## config.mk

```make
export PLATFORM = sky130hd
export DESIGN_NAME = sigmul_top
export DESIGN_NICKNAME = d
export VERILOG_FILES = /design/src/logic/sigmul_pkg.sv /design/src/logic/sigmul_pp_decode.sv /design/src/logic/sigmul_csa_tree.sv /design/src/logic/sigmul_result.sv /design/src/logic/sigmul_top.sv
export SDC_FILE = /design/constraint.sdc
export NUM_CORES = 1
export LEC_CHECK = 0
export ABC_CLOCK_PERIOD_IN_PS = 5500
export BUFFER_PORTS_ARGS = -buffer_cell sky130_fd_sc_hd__buf_2
export CAP_MARGIN = 20
export CORE_ASPECT_RATIO = 2
export CORE_MARGIN = 4
export CORE_UTILIZATION = 49
export DETAILED_ROUTE_END_ITERATION = 7
export PLACE_DENSITY = 0.74
export SYNTH_ARGS = -nofsm -noshare
export SYNTH_HDL_FRONTEND = slang
export SYNTH_SLANG_ARGS = --single-unit
```

## constraint.sdc

```tcl
create_clock -name clk -period 5.5 [get_ports clk]
set_clock_uncertainty 0.1 [all_clocks]
set_input_delay 1.1 -clock clk [delete_from_list [all_inputs] [get_ports clk]]
set_output_delay 1.1 -clock clk [all_outputs]
set_load 0.01 [all_outputs]
```

## src/logic/sigmul_pkg.sv

```systemverilog
package sigmul_pkg;

  //////////////////////////////
  // Widths
  //////////////////////////////

  localparam int NSIG_DEFAULT = 10;

  // Tree level whose result is registered
  localparam int REG_LEVEL = 2;

  // Fraction plus hidden bit
  function automatic int sig_width(int nsig);
    return nsig + 1;
  endfunction

  function automatic int prod_width(int nsig);
    return 2 * sig_width(nsig);
  endfunction

  //////////////////////////////
  // Reduction tree shape
  //////////////////////////////

  // Each level maps every group of three rows to two, leftovers pass
  function automatic int rows_after(int rows, int levels);
    int n;
    n = rows;
    for (int l = 0; l < levels; l++)
    begin
      n = (n / 3) * 2 + n % 3;
    end
    return n;
  endfunction

  function automatic int csa_levels(int nsig);
    int lv;
    lv = 0;
    while (rows_after(sig_width(nsig), lv) > 2)
    begin
      lv++;
    end
    return lv;
  endfunction

endpackage

```

## src/logic/sigmul_pp_decode.sv

```systemverilog
module sigmul_pp_decode #(
  parameter int NSIG = sigmul_pkg::NSIG_DEFAULT
) (
  input  logic            clk,
  input  logic            rst,
  input  logic            in_valid,
  input  logic [NSIG-1:0] a_frac,
  input  logic [NSIG-1:0] b_frac,
  input  logic            a_zero_exp,
  input  logic            b_zero_exp,
  output logic            pp_valid,
  output logic [sigmul_pkg::sig_width(NSIG)-1:0]
               [sigmul_pkg::prod_width(NSIG)-1:0] pp_rows
);

  import sigmul_pkg::*;

  localparam int SW = sig_width(NSIG);
  localparam int PW = prod_width(NSIG);

  logic [SW-1:0]          a_sig;
  logic [SW-1:0]          b_sig;
  logic [SW-1:0][PW-1:0]  pp_next;

  // Hidden bit is clear for a subnormal operand
  assign a_sig = {~a_zero_exp, a_frac};
  assign b_sig = {~b_zero_exp, b_frac};

  //////////////////////////////
  // Partial products
  //////////////////////////////

  // One row per multiplier bit, already at its weight
  for (genvar i = 0; i < SW; i++)
  begin : g_row
    assign pp_next[i] = PW'(a_sig & {SW{b_sig[i]}}) << i;
  end

  always_ff @(posedge clk)
  begin
    if (rst)
      pp_valid <= 1'b0;
    else
      pp_valid <= in_valid;
  end

  always_ff @(posedge clk)
  begin
    if (in_valid)
      pp_rows <= pp_next;
  end

  // Nothing leaves decode right after a reset edge
  a_no_valid_after_rst : assert property (
    @(posedge clk) rst |=> !pp_valid
  );

endmodule

```

## src/logic/sigmul_csa_tree.sv

```systemverilog
module sigmul_csa_tree #(
  parameter int NSIG = sigmul_pkg::NSIG_DEFAULT
) (
  input  logic clk,
  input  logic rst,
  input  logic pp_valid,
  input  logic [sigmul_pkg::sig_width(NSIG)-1:0]
               [sigmul_pkg::prod_width(NSIG)-1:0] pp_rows,
  output logic red_valid,
  output logic [sigmul_pkg::prod_width(NSIG)-1:0] red_sum,
  output logic [sigmul_pkg::prod_width(NSIG)-1:0] red_carry
);

  import sigmul_pkg::*;

  localparam int SW       = sig_width(NSIG);
  localparam int PW       = prod_width(NSIG);
  localparam int NLEV     = csa_levels(NSIG);
  localparam int MID_ROWS = rows_after(SW, REG_LEVEL);

  // Rows held between the two halves of the tree
  logic [PW-1:0] mid_q [MID_ROWS];

  //////////////////////////////
  // 3:2 levels
  //////////////////////////////

  for (genvar lv = 0; lv < NLEV; lv++)
  begin : g_lvl
    localparam int NIN  = rows_after(SW, lv);
    localparam int NOUT = rows_after(SW, lv + 1);
    localparam int NGRP = NIN / 3;

    logic [PW-1:0] rin  [NIN];
    logic [PW-1:0] rout [NOUT];

    // Level input: decode rows, the register, or the level before
    if (lv == 0)
    begin : g_src_pp
      for (genvar r = 0; r < NIN; r++)
      begin : g_unpack
        assign rin[r] = pp_rows[r];
      end
    end
    else if (lv == REG_LEVEL)
    begin : g_src_reg
      assign rin = mid_q;
    end
    else
    begin : g_src_prev
      assign rin = g_lvl[lv-1].rout;
    end

    // Full adders across the whole row width
    for (genvar k = 0; k < NGRP; k++)
    begin : g_grp
      logic [PW-1:0] x;
      logic [PW-1:0] y;
      logic [PW-1:0] z;

      assign x = rin[3*k];
      assign y = rin[3*k+1];
      assign z = rin[3*k+2];

      assign rout[2*k]   = x ^ y ^ z;
      // Top majority bit is always zero, the product fits PW bits
      assign rout[2*k+1] = ((x & y) | (x & z) | (y & z)) << 1;
    end

    // One or two rows left over go straight through
    for (genvar j = 0; j < NIN - 3 * NGRP; j++)
    begin : g_pass
      assign rout[2*NGRP+j] = rin[3*NGRP+j];
    end
  end

  //////////////////////////////
  // Pipeline register
  //////////////////////////////

  always_ff @(posedge clk)
  begin
    if (rst)
      red_valid <= 1'b0;
    else
      red_valid <= pp_valid;
  end

  always_ff @(posedge clk)
  begin
    if (pp_valid)
      mid_q <= g_lvl[REG_LEVEL-1].rout;
  end

  // Later levels are combinational after the register
  assign red_sum   = g_lvl[NLEV-1].rout[0];
  assign red_carry = g_lvl[NLEV-1].rout[1];

  a_valid_follows : assert property (
    @(posedge clk) disable iff (rst) pp_valid |=> red_valid
  );

endmodule

```

## src/logic/sigmul_result.sv

```systemverilog
module sigmul_result #(
  parameter int NSIG = sigmul_pkg::NSIG_DEFAULT
) (
  input  logic clk,
  input  logic rst,
  input  logic red_valid,
  input  logic [sigmul_pkg::prod_width(NSIG)-1:0] red_sum,
  input  logic [sigmul_pkg::prod_width(NSIG)-1:0] red_carry,
  output logic out_valid,
  output logic [sigmul_pkg::sig_width(NSIG)-1:0] sig,
  output logic exp_inc,
  output logic guard,
  output logic sticky
);

  import sigmul_pkg::*;

  localparam int SW = sig_width(NSIG);
  localparam int PW = prod_width(NSIG);

  logic          p_cout;
  logic [PW-1:0] p;
  logic [PW-1:0] norm;

  //////////////////////////////
  // Final add
  //////////////////////////////

  assign {p_cout, p} = {1'b0, red_sum} + {1'b0, red_carry};

  // Product lies in [1,4) when both hidden bits are set
  // Shift left once unless the top bit is already set
  assign norm = p[PW-1] ? p : {p[PW-2:0], 1'b0};

  //////////////////////////////
  // Output register
  //////////////////////////////

  always_ff @(posedge clk)
  begin
    if (rst)
      out_valid <= 1'b0;
    else
      out_valid <= red_valid;
  end

  always_ff @(posedge clk)
  begin
    if (red_valid)
    begin
      sig     <= norm[PW-1 -: SW];
      exp_inc <= p[PW-1];
      guard   <= norm[PW-1-SW];
      // Zero shifted in at the bottom does not disturb sticky
      sticky  <= |norm[PW-2-SW:0];
    end
  end

  // Sum and carry from the tree never overflow the product width
  a_no_carry_out : assert property (
    @(posedge clk) disable iff (rst) red_valid |-> !p_cout
  );

endmodule

```

## src/logic/sigmul_top.sv

```systemverilog
module sigmul_top #(
  parameter int NSIG = sigmul_pkg::NSIG_DEFAULT
) (
  input  logic            clk,
  input  logic            rst,
  input  logic            in_valid,
  input  logic [NSIG-1:0] a_frac,
  input  logic [NSIG-1:0] b_frac,
  input  logic            a_zero_exp,
  input  logic            b_zero_exp,
  output logic            out_valid,
  output logic [sigmul_pkg::sig_width(NSIG)-1:0] sig,
  output logic            exp_inc,
  output logic            guard,
  output logic            sticky
);

  import sigmul_pkg::*;

  localparam int SW = sig_width(NSIG);
  localparam int PW = prod_width(NSIG);

  logic                  pp_valid;
  logic [SW-1:0][PW-1:0] pp_rows;
  logic                  red_valid;
  logic [PW-1:0]         red_sum;
  logic [PW-1:0]         red_carry;

  //////////////////////////////
  // Three-stage pipeline
  //////////////////////////////

  sigmul_pp_decode #(
    .NSIG (NSIG)
  ) u_decode (
    .clk        (clk),
    .rst        (rst),
    .in_valid   (in_valid),
    .a_frac     (a_frac),
    .b_frac     (b_frac),
    .a_zero_exp (a_zero_exp),
    .b_zero_exp (b_zero_exp),
    .pp_valid   (pp_valid),
    .pp_rows    (pp_rows)
  );

  sigmul_csa_tree #(
    .NSIG (NSIG)
  ) u_tree (
    .clk       (clk),
    .rst       (rst),
    .pp_valid  (pp_valid),
    .pp_rows   (pp_rows),
    .red_valid (red_valid),
    .red_sum   (red_sum),
    .red_carry (red_carry)
  );

  sigmul_result #(
    .NSIG (NSIG)
  ) u_result (
    .clk       (clk),
    .rst       (rst),
    .red_valid (red_valid),
    .red_sum   (red_sum),
    .red_carry (red_carry),
    .out_valid (out_valid),
    .sig       (sig),
    .exp_inc   (exp_inc),
    .guard     (guard),
    .sticky    (sticky)
  );

endmodule

```

# ---- Word-level counts from Yosys, hierarchy flattened
# Index checks and enable logic that the tools add are counted.
dict set report classes {
  add_sub_neg 1
  muxes 1
  bitwise_logic 76
  n_reduce_logical 1
}
# op n
set op_table {}
lappend op_table {{bitwise AND 21 bit} 18}
lappend op_table {{bitwise OR 21 bit} 18}
lappend op_table {{bitwise XOR 22 bit} 12}
lappend op_table {{bitwise AND 11 bit} 11}
lappend op_table {{adder 22 bit} 1}
lappend op_table {{two-way mux 21 bit} 1}
lappend op_table {{bitwise AND 17 x 19 -> 19 bit} 1}
lappend op_table {{bitwise AND 18 x 19 -> 19 bit} 1}
lappend op_table {{bitwise XOR 18 x 19 -> 19 bit} 1}
lappend op_table {{bitwise AND 17 x 18 -> 18 bit} 1}
lappend op_table {{bitwise XOR 17 x 18 -> 18 bit} 1}
lappend op_table {{bitwise AND 14 x 16 -> 16 bit} 1}
lappend op_table {{bitwise AND 15 x 16 -> 16 bit} 1}
lappend op_table {{bitwise XOR 15 x 16 -> 16 bit} 1}
lappend op_table {{bitwise AND 14 x 15 -> 15 bit} 1}
lappend op_table {{bitwise XOR 14 x 15 -> 15 bit} 1}
lappend op_table {{bitwise AND 11 x 13 -> 13 bit} 1}
lappend op_table {{bitwise AND 12 x 13 -> 13 bit} 1}
lappend op_table {{bitwise XOR 12 x 13 -> 13 bit} 1}
lappend op_table {{bitwise AND 11 x 12 -> 12 bit} 1}
lappend op_table {{bitwise XOR 11 x 12 -> 12 bit} 1}
lappend op_table {{OR reduction 10 bit} 1}
lappend op_table {{inverter 1 bit} 2}
dict set report word_totals {
  reg_bits 252
  inputBits 25
  wordCells 104
}

# ---- Depth between registers and ports, before layout
dict set report logic_depth {
  word_depth 12
  ltp_mapped 14
  depth_no_buf 12
}

# ---- By module
# A second synthesis with hierarchy kept.
dict set report unflattened {
  hier_cells 1141
  area_unflattened_um2 16004.1
}
# mod instances cells_per_inst area_per_inst_um2
set by_module_without_submodules {}
lappend by_module_without_submodules {sigmul_csa_tree 1 560 8620.8}
lappend by_module_without_submodules {sigmul_pp_decode 1 388 5609.1}
lappend by_module_without_submodules {sigmul_result 1 193 1774.2}

# ---- Worst setup path after synthesis
# Ideal clock, no wire load.
dict set report synth_path {
  kind {reg2reg}
  start {register u_tree.mid_q (netlist bit u_tree.g_lvl[2].g_grp[1].z[15])}
  end {register u_result.sig[1] (netlist name) (data pin)}
  setup_time_ps 260
  arrival_time_ps 3814
  required_time_ps 5140
  setup_slack_ps 1325
  stages_incl_launch_ff 14
  n_path_buf 2
  cell_sequence {edfxtp_1 > fa_1 > inv_1 > fa_1 > inv_1 > fa_1 > ha_1 > clkbuf_1 > and3_1 > o2111a_1 > a22oi_1 > a221o_2 > buf_6 > mux2_4}
}
dict set report synth_via {
  elab_chain_len 9
  word_cells_on_any_way 19
  cone_classes {add/sub (1); mux (1); bitwise (17)}
}
# element line
set synth_lines {}
lappend synth_lines {{from (decl)} sigmul_csa_tree.sv:22} ;# logic [PW-1:0] mid_q [MID_ROWS];
lappend synth_lines {{from (signal assigned)} sigmul_csa_tree.sv:92} ;# mid_q <= g_lvl[REG_LEVEL-1].rout;
lappend synth_lines {{bitwise XOR 22 bit} sigmul_csa_tree.sv:65} ;# assign rout[2*k] = x ^ y ^ z;
lappend synth_lines {{bitwise AND 21 bit} sigmul_csa_tree.sv:67} ;# assign rout[2*k+1] = ((x & y) | (x & z) | (y & z)) << 1;
lappend synth_lines {{bitwise OR 21 bit (2 in a row)} sigmul_csa_tree.sv:67}
lappend synth_lines {{bitwise AND 21 bit} sigmul_csa_tree.sv:67}
lappend synth_lines {{bitwise OR 21 bit (2 in a row)} sigmul_csa_tree.sv:67}
lappend synth_lines {{adder 22 bit (*)} sigmul_result.sv:29} ;# assign {p_cout, p} = {1'b0, red_sum} + {1'b0, red_carry};
lappend synth_lines {{two-way mux 21 bit (*)} sigmul_result.sv:33} ;# assign norm = p[PW-1] ? p : {p[PW-2:0], 1'b0};
lappend synth_lines {{via u_result.norm[12]} sigmul_result.sv:23} ;# logic [PW-1:0] norm;
lappend synth_lines {{to (signal assigned)} sigmul_result.sv:51} ;# sig <= norm[PW-1 -: SW];
lappend synth_lines {{to (decl)} sigmul_result.sv:10} ;# output logic [sigmul_pkg::sig_width(NSIG)-1:0] sig,
# Mark *: on every way through the listed nets, which the timed path passes. The rest lies on a longest branch.
# A chain may end at the register's enable or synchronous reset.

# ---- Worst setup path after layout
dict set report layout_path {
  start {register u_tree.mid_q (netlist bit u_tree.g_lvl[2].g_grp[1].z[10])}
  end {register u_result.sig[4] (netlist name) (data pin)}
}
# The elaborated chain is that of the path after synthesis.

==> results.md <==
- The run finished with clean final reports.
- For hold timing, the worst endpoint is u_tree.g_lvl[2].g_grp[0].x[15]$_DFFE_PP_.
- Clock latency on the worst-skew pair, taken at its later pin, is 0.49 ns.
- Clock-pin slew was measured on the worst setup and hold paths at 0.07 ns.
- The reg2reg setup slack is 1.08 ns.
- The number of pins exceeding their max-slew limit in the final report came to 0.
- The commonest cells after synthesis are edfxtp_1 (211), and2_1 (105), inv_1 (101).
- 40 I/O pins were placed.
- The worst hold slack is 0.318 ns.
- For this run, the register share of the synthesized area comes to 59.9%.
- The biggest area contributor in the post-synthesis netlist is edfxtp_1.
- The cell depth of the worst flop-to-flop path is 12.
- The first global-routing pass estimated 29.2 mm of wire.
- The maximum number of pins on one net before global-route repair is 78.
- The mean post-synth cell area is 15.2 um^2.
- In this run the worst path has a maximum fanout of 15.
- The placed wire-length estimate is 13.0 mm.
- The residual DRC count is 0.
- During placement, the flow inserted port buffers numbering 39.
- In this design, the critical path's most frequently occurring cell is fa_1.
- Static timing analysis puts the maximum clock frequency at 226 MHz.
- The number of antenna violations at the first check in global routing is 0.
- The count of maximum capacitance violations is 0.
- The number of non-filler instances in the completed layout is 1020.
- The worst vdd rail ir drop is 0.429 mV.
- At the worst endpoint, the required time is 5.63 ns.
- The post-cts resize count is 0.
- The final number of hold-violating endpoints is 0.
- The startpoint identified for the worst hold timing path is u_decode.pp_rows[125]$_DFFE_PP_.
- The number of vias per cell is 5.10.
- Setup repair after global routing left no endpoint under its margin.
- Total power for the finished layout comes to 5.95 mW.
- The antenna diode count is 0.
- The floorplan step set the die height to 217 um.
- The die covers 24400 um^2.
- The first detailed-routing pass took 4 iterations.
- The area share of the largest cell type after synthesis is 59.3%.
- The sum of negative setup slack is 0 ns.
- The total area inside the core boundary comes to 21500 um^2.
- The filler cell count is 1775.
- The wire length per cell after detailed routing is 17.2 um.
- The maximum clock insertion buffer count is 3.
- The initial utilization of the core area, before any placement, comes to 49.7%.
- The number of cells on the worst hold path is 0.
- Power spread over the standard cell area amounts to 509 nW/um^2.
- The path class of the lowest-slack min-delay path is reg2reg.
- Buffers added to address setup during post-CTS repair amount to 0.
- The global-route total usage across every layer is 15.2%.
- The synthesized design contains 211 enable-type register cells.
- The standard-cell row count is 76.
- The detailed router placed 5197 vias in this run.
- The analysis attributes to cell leakage a power of 4.63 nW.
- The synthesis-stage register bit count is 214.
- Hold repair after CTS inserted 0 buffers.
- For this run, the slowest stage of the critical path takes 0.55 ns.
- The signal arrival time at the worst endpoint is 4.55 ns.
- By area the synthesized netlist is led by edfxtp_1 (59%), fa_1 (16%), and2_1 (6.2%).
- Before CTS, the worst setup slack after placement is 1.08 ns.
- The post-placement cell count is 990.
- The final net count is 891.
- The critical path in this run is classified as reg2reg.
- The H-tree level count is 1.
- Setup violations remaining at the end of the flow were counted as 0.
- The post-synthesis cell type count is 46.
- Walking the worst path, the cells encountered are fa_1 > fa_1 > inv_1 > fa_1 > inv_1 > ha_1 > a21o_1 > a211o_1 > and3_1 > a221o_2 > and3_1 > a211o_1.
- Global routing finished with a remaining overflow of 0.
- After synthesis, the share of flip-flops with an asynchronous set or reset is 0%.
- The kind of start point of the critical path is a flip-flop.
- The floorplan die width is 112 um.
- The weighted congestion reported at the end of routability-driven placement is 0.886.
- From synthesis to final layout, the design area changed by 9.37%.
- During synthesis, Yosys emitted a total of 0 warnings.
- Counting the buffers created by CTS gives 19.
- The share of cells above drive strength 1 is 10.4%.
- The post-route clock period utilization is 80.4%.
- The most common flop cell mapped by yosys is edfxtp_1.
- The final worst-path setup slack is 1.08 ns.
- In this run, the number of DRC markers left after iteration 0 of detailed routing was 278.
- The post-route core utilization is 54.3%.
- The startpoint identified for the worst register-to-register timing path is u_tree.g_lvl[2].g_grp[1].z[10]$_DFFE_PP_.
- Among all cell types in the netlist, the one instantiated most often is edfxtp_1.
- The transition time of the tightest slew-check pin is 0.962 ns.
- The final critical path time including I/O delays and setup is 4.42 ns.
- The total wire length after detailed routing is 17.5 mm.
- STA classifies the critical path endpoint as a flip-flop.
- Synthesis produced a netlist whose cell count is 703.
- The placed cell area is 11100 um^2.
- The headroom to the max-slew limit is 35.9%.
- The number of nets in the synthesized netlist is 856.
- The master cell of the clock root buffer is clkbuf_16.
- The slowest stage of the critical path is the fa_1 cell.
- The destination of the worst register-to-register timing path is u_result.sig[4]$_DFFE_PP_.
- The via count of the first global-routing pass is 5745.
- The post-route cell area is 11700 um^2.
- The CTS tree is yes.
- For this design, the sink count on the clock tree is 214.
- The post-synthesis cell area is 10700 um^2.
- The count of nets left with antenna violations once routing finished came out at 0.
[area by class of cell]
| type | instances | area [um^2] | area share (%) |
|---|---|---|---|
| Sequential cell | 214 | 6400 | 54.8 |
| Multi-Input combinational cell | 360 | 3790 | 32.5 |
| Clock buffer | 20 | 479 | 4.10 |
| Inverter | 102 | 383 | 3.28 |
| Tap cell | 273 | 342 | 2.92 |
| Timing Repair Buffer | 41 | 213 | 1.82 |
| Clock inverter | 10 | 72.6 | 0.621 |
[registers in the layout, summed over array words and instances, names as in the netlist]
| name | count |
|---|---|
| u_decode.pp_rows | 121 |
| u_decode.pp_valid | 1 |
| u_result.exp_inc | 1 |
| u_result.guard | 1 |
| u_result.out_valid | 1 |
| u_result.sig | 11 |
| u_result.sticky | 1 |
| u_tree.g_lvl.g_grp.x | 29 |
| u_tree.g_lvl.g_grp.y | 22 |
| u_tree.g_lvl.g_grp.z | 25 |
| u_tree.red_valid | 1 |
[logic make-up (layout without fill, tap and decap cells)]
group | Yosys count | after routing | share of synthesized area, %
multiplexers | 11 | 11 | 1.34
flip-flops | 214 | 214 | 59.9
buffers and inverters | 129 | 173 | 4.60
XOR/XNOR | 10 | 10 | 0.820
adder cells (fa/ha/maj) | 128 | 128 | 21.0
AO/OA/AOI/OAI | 49 | 49 | 3.26
AND/OR/NAND/NOR | 162 | 162 | 9.12
[per-layer routing]
metal / vias to the layer above / track usage (%) / wire length, um
met5: - / 0 / 0
met4: 0 / 5.90 / 490
met3: 37 / 1.95 / 574
met2: 103 / 29.1 / 9950
met1: 2629 / 17.0 / 6490
li1: 2428 / - / -
[how the worst max path moves through the flow]
| stage | start | endpoint | slack, ns | cells past startpoint |
|---|---|---|---|---|
| after floorplan | u_tree.g_lvl[2].g_grp[1].z[15]$_DFFE_PP_ | u_result.sig[1]$_DFFE_PP_ | 1.33 | 13 |
| after global placement | u_tree.g_lvl[2].g_grp[1].z[10]$_DFFE_PP_ | u_result.sig[4]$_DFFE_PP_ | 1.14 | 12 |
| after detailed placement | u_tree.g_lvl[2].g_grp[1].z[10]$_DFFE_PP_ | u_result.sig[4]$_DFFE_PP_ | 1.08 | 12 |
| after CTS | u_tree.g_lvl[2].g_grp[1].z[10]$_DFFE_PP_ | u_result.sig[4]$_DFFE_PP_ | 1.07 | 12 |
| after global routing | u_tree.g_lvl[2].g_grp[1].z[10]$_DFFE_PP_ | u_result.sig[4]$_DFFE_PP_ | 0.94 | 12 |
| final | u_tree.g_lvl[2].g_grp[1].z[10]$_DFFE_PP_ | u_result.sig[4]$_DFFE_PP_ | 1.08 | 12 |
[worst max-delay path, delay by kind of cell (launching register included)]
family          cells  cell delay, ns
compound gates      4            1.29
fa+ha+maj           4            1.88
buf+inv             2            0.09
flops               1            0.40
simple gates        2            0.42
[report_power, final]
group	internal [mW]	total, mW	switching, mW	leakage [nW]
Clock	0.639	1.20	0.559	0.265
Sequential	2.12	2.19	0.0757	2.02
Combinational	1.20	2.56	1.36	2.34
Total	3.96	5.95	1.99	4.63
[layout by cell type, fill, tap and decap left out, types with 8 or more instances in the layout]
cell type,instances
ha_1,43
nand2_1,8
and2_1,105
clkbuf_16,19
nor2b_1,24
inv_1,101
a21oi_1,14
fa_1,85
buf_2,38
a21o_1,9
edfxtp_1,211
(Power assumes the default switching activity.)
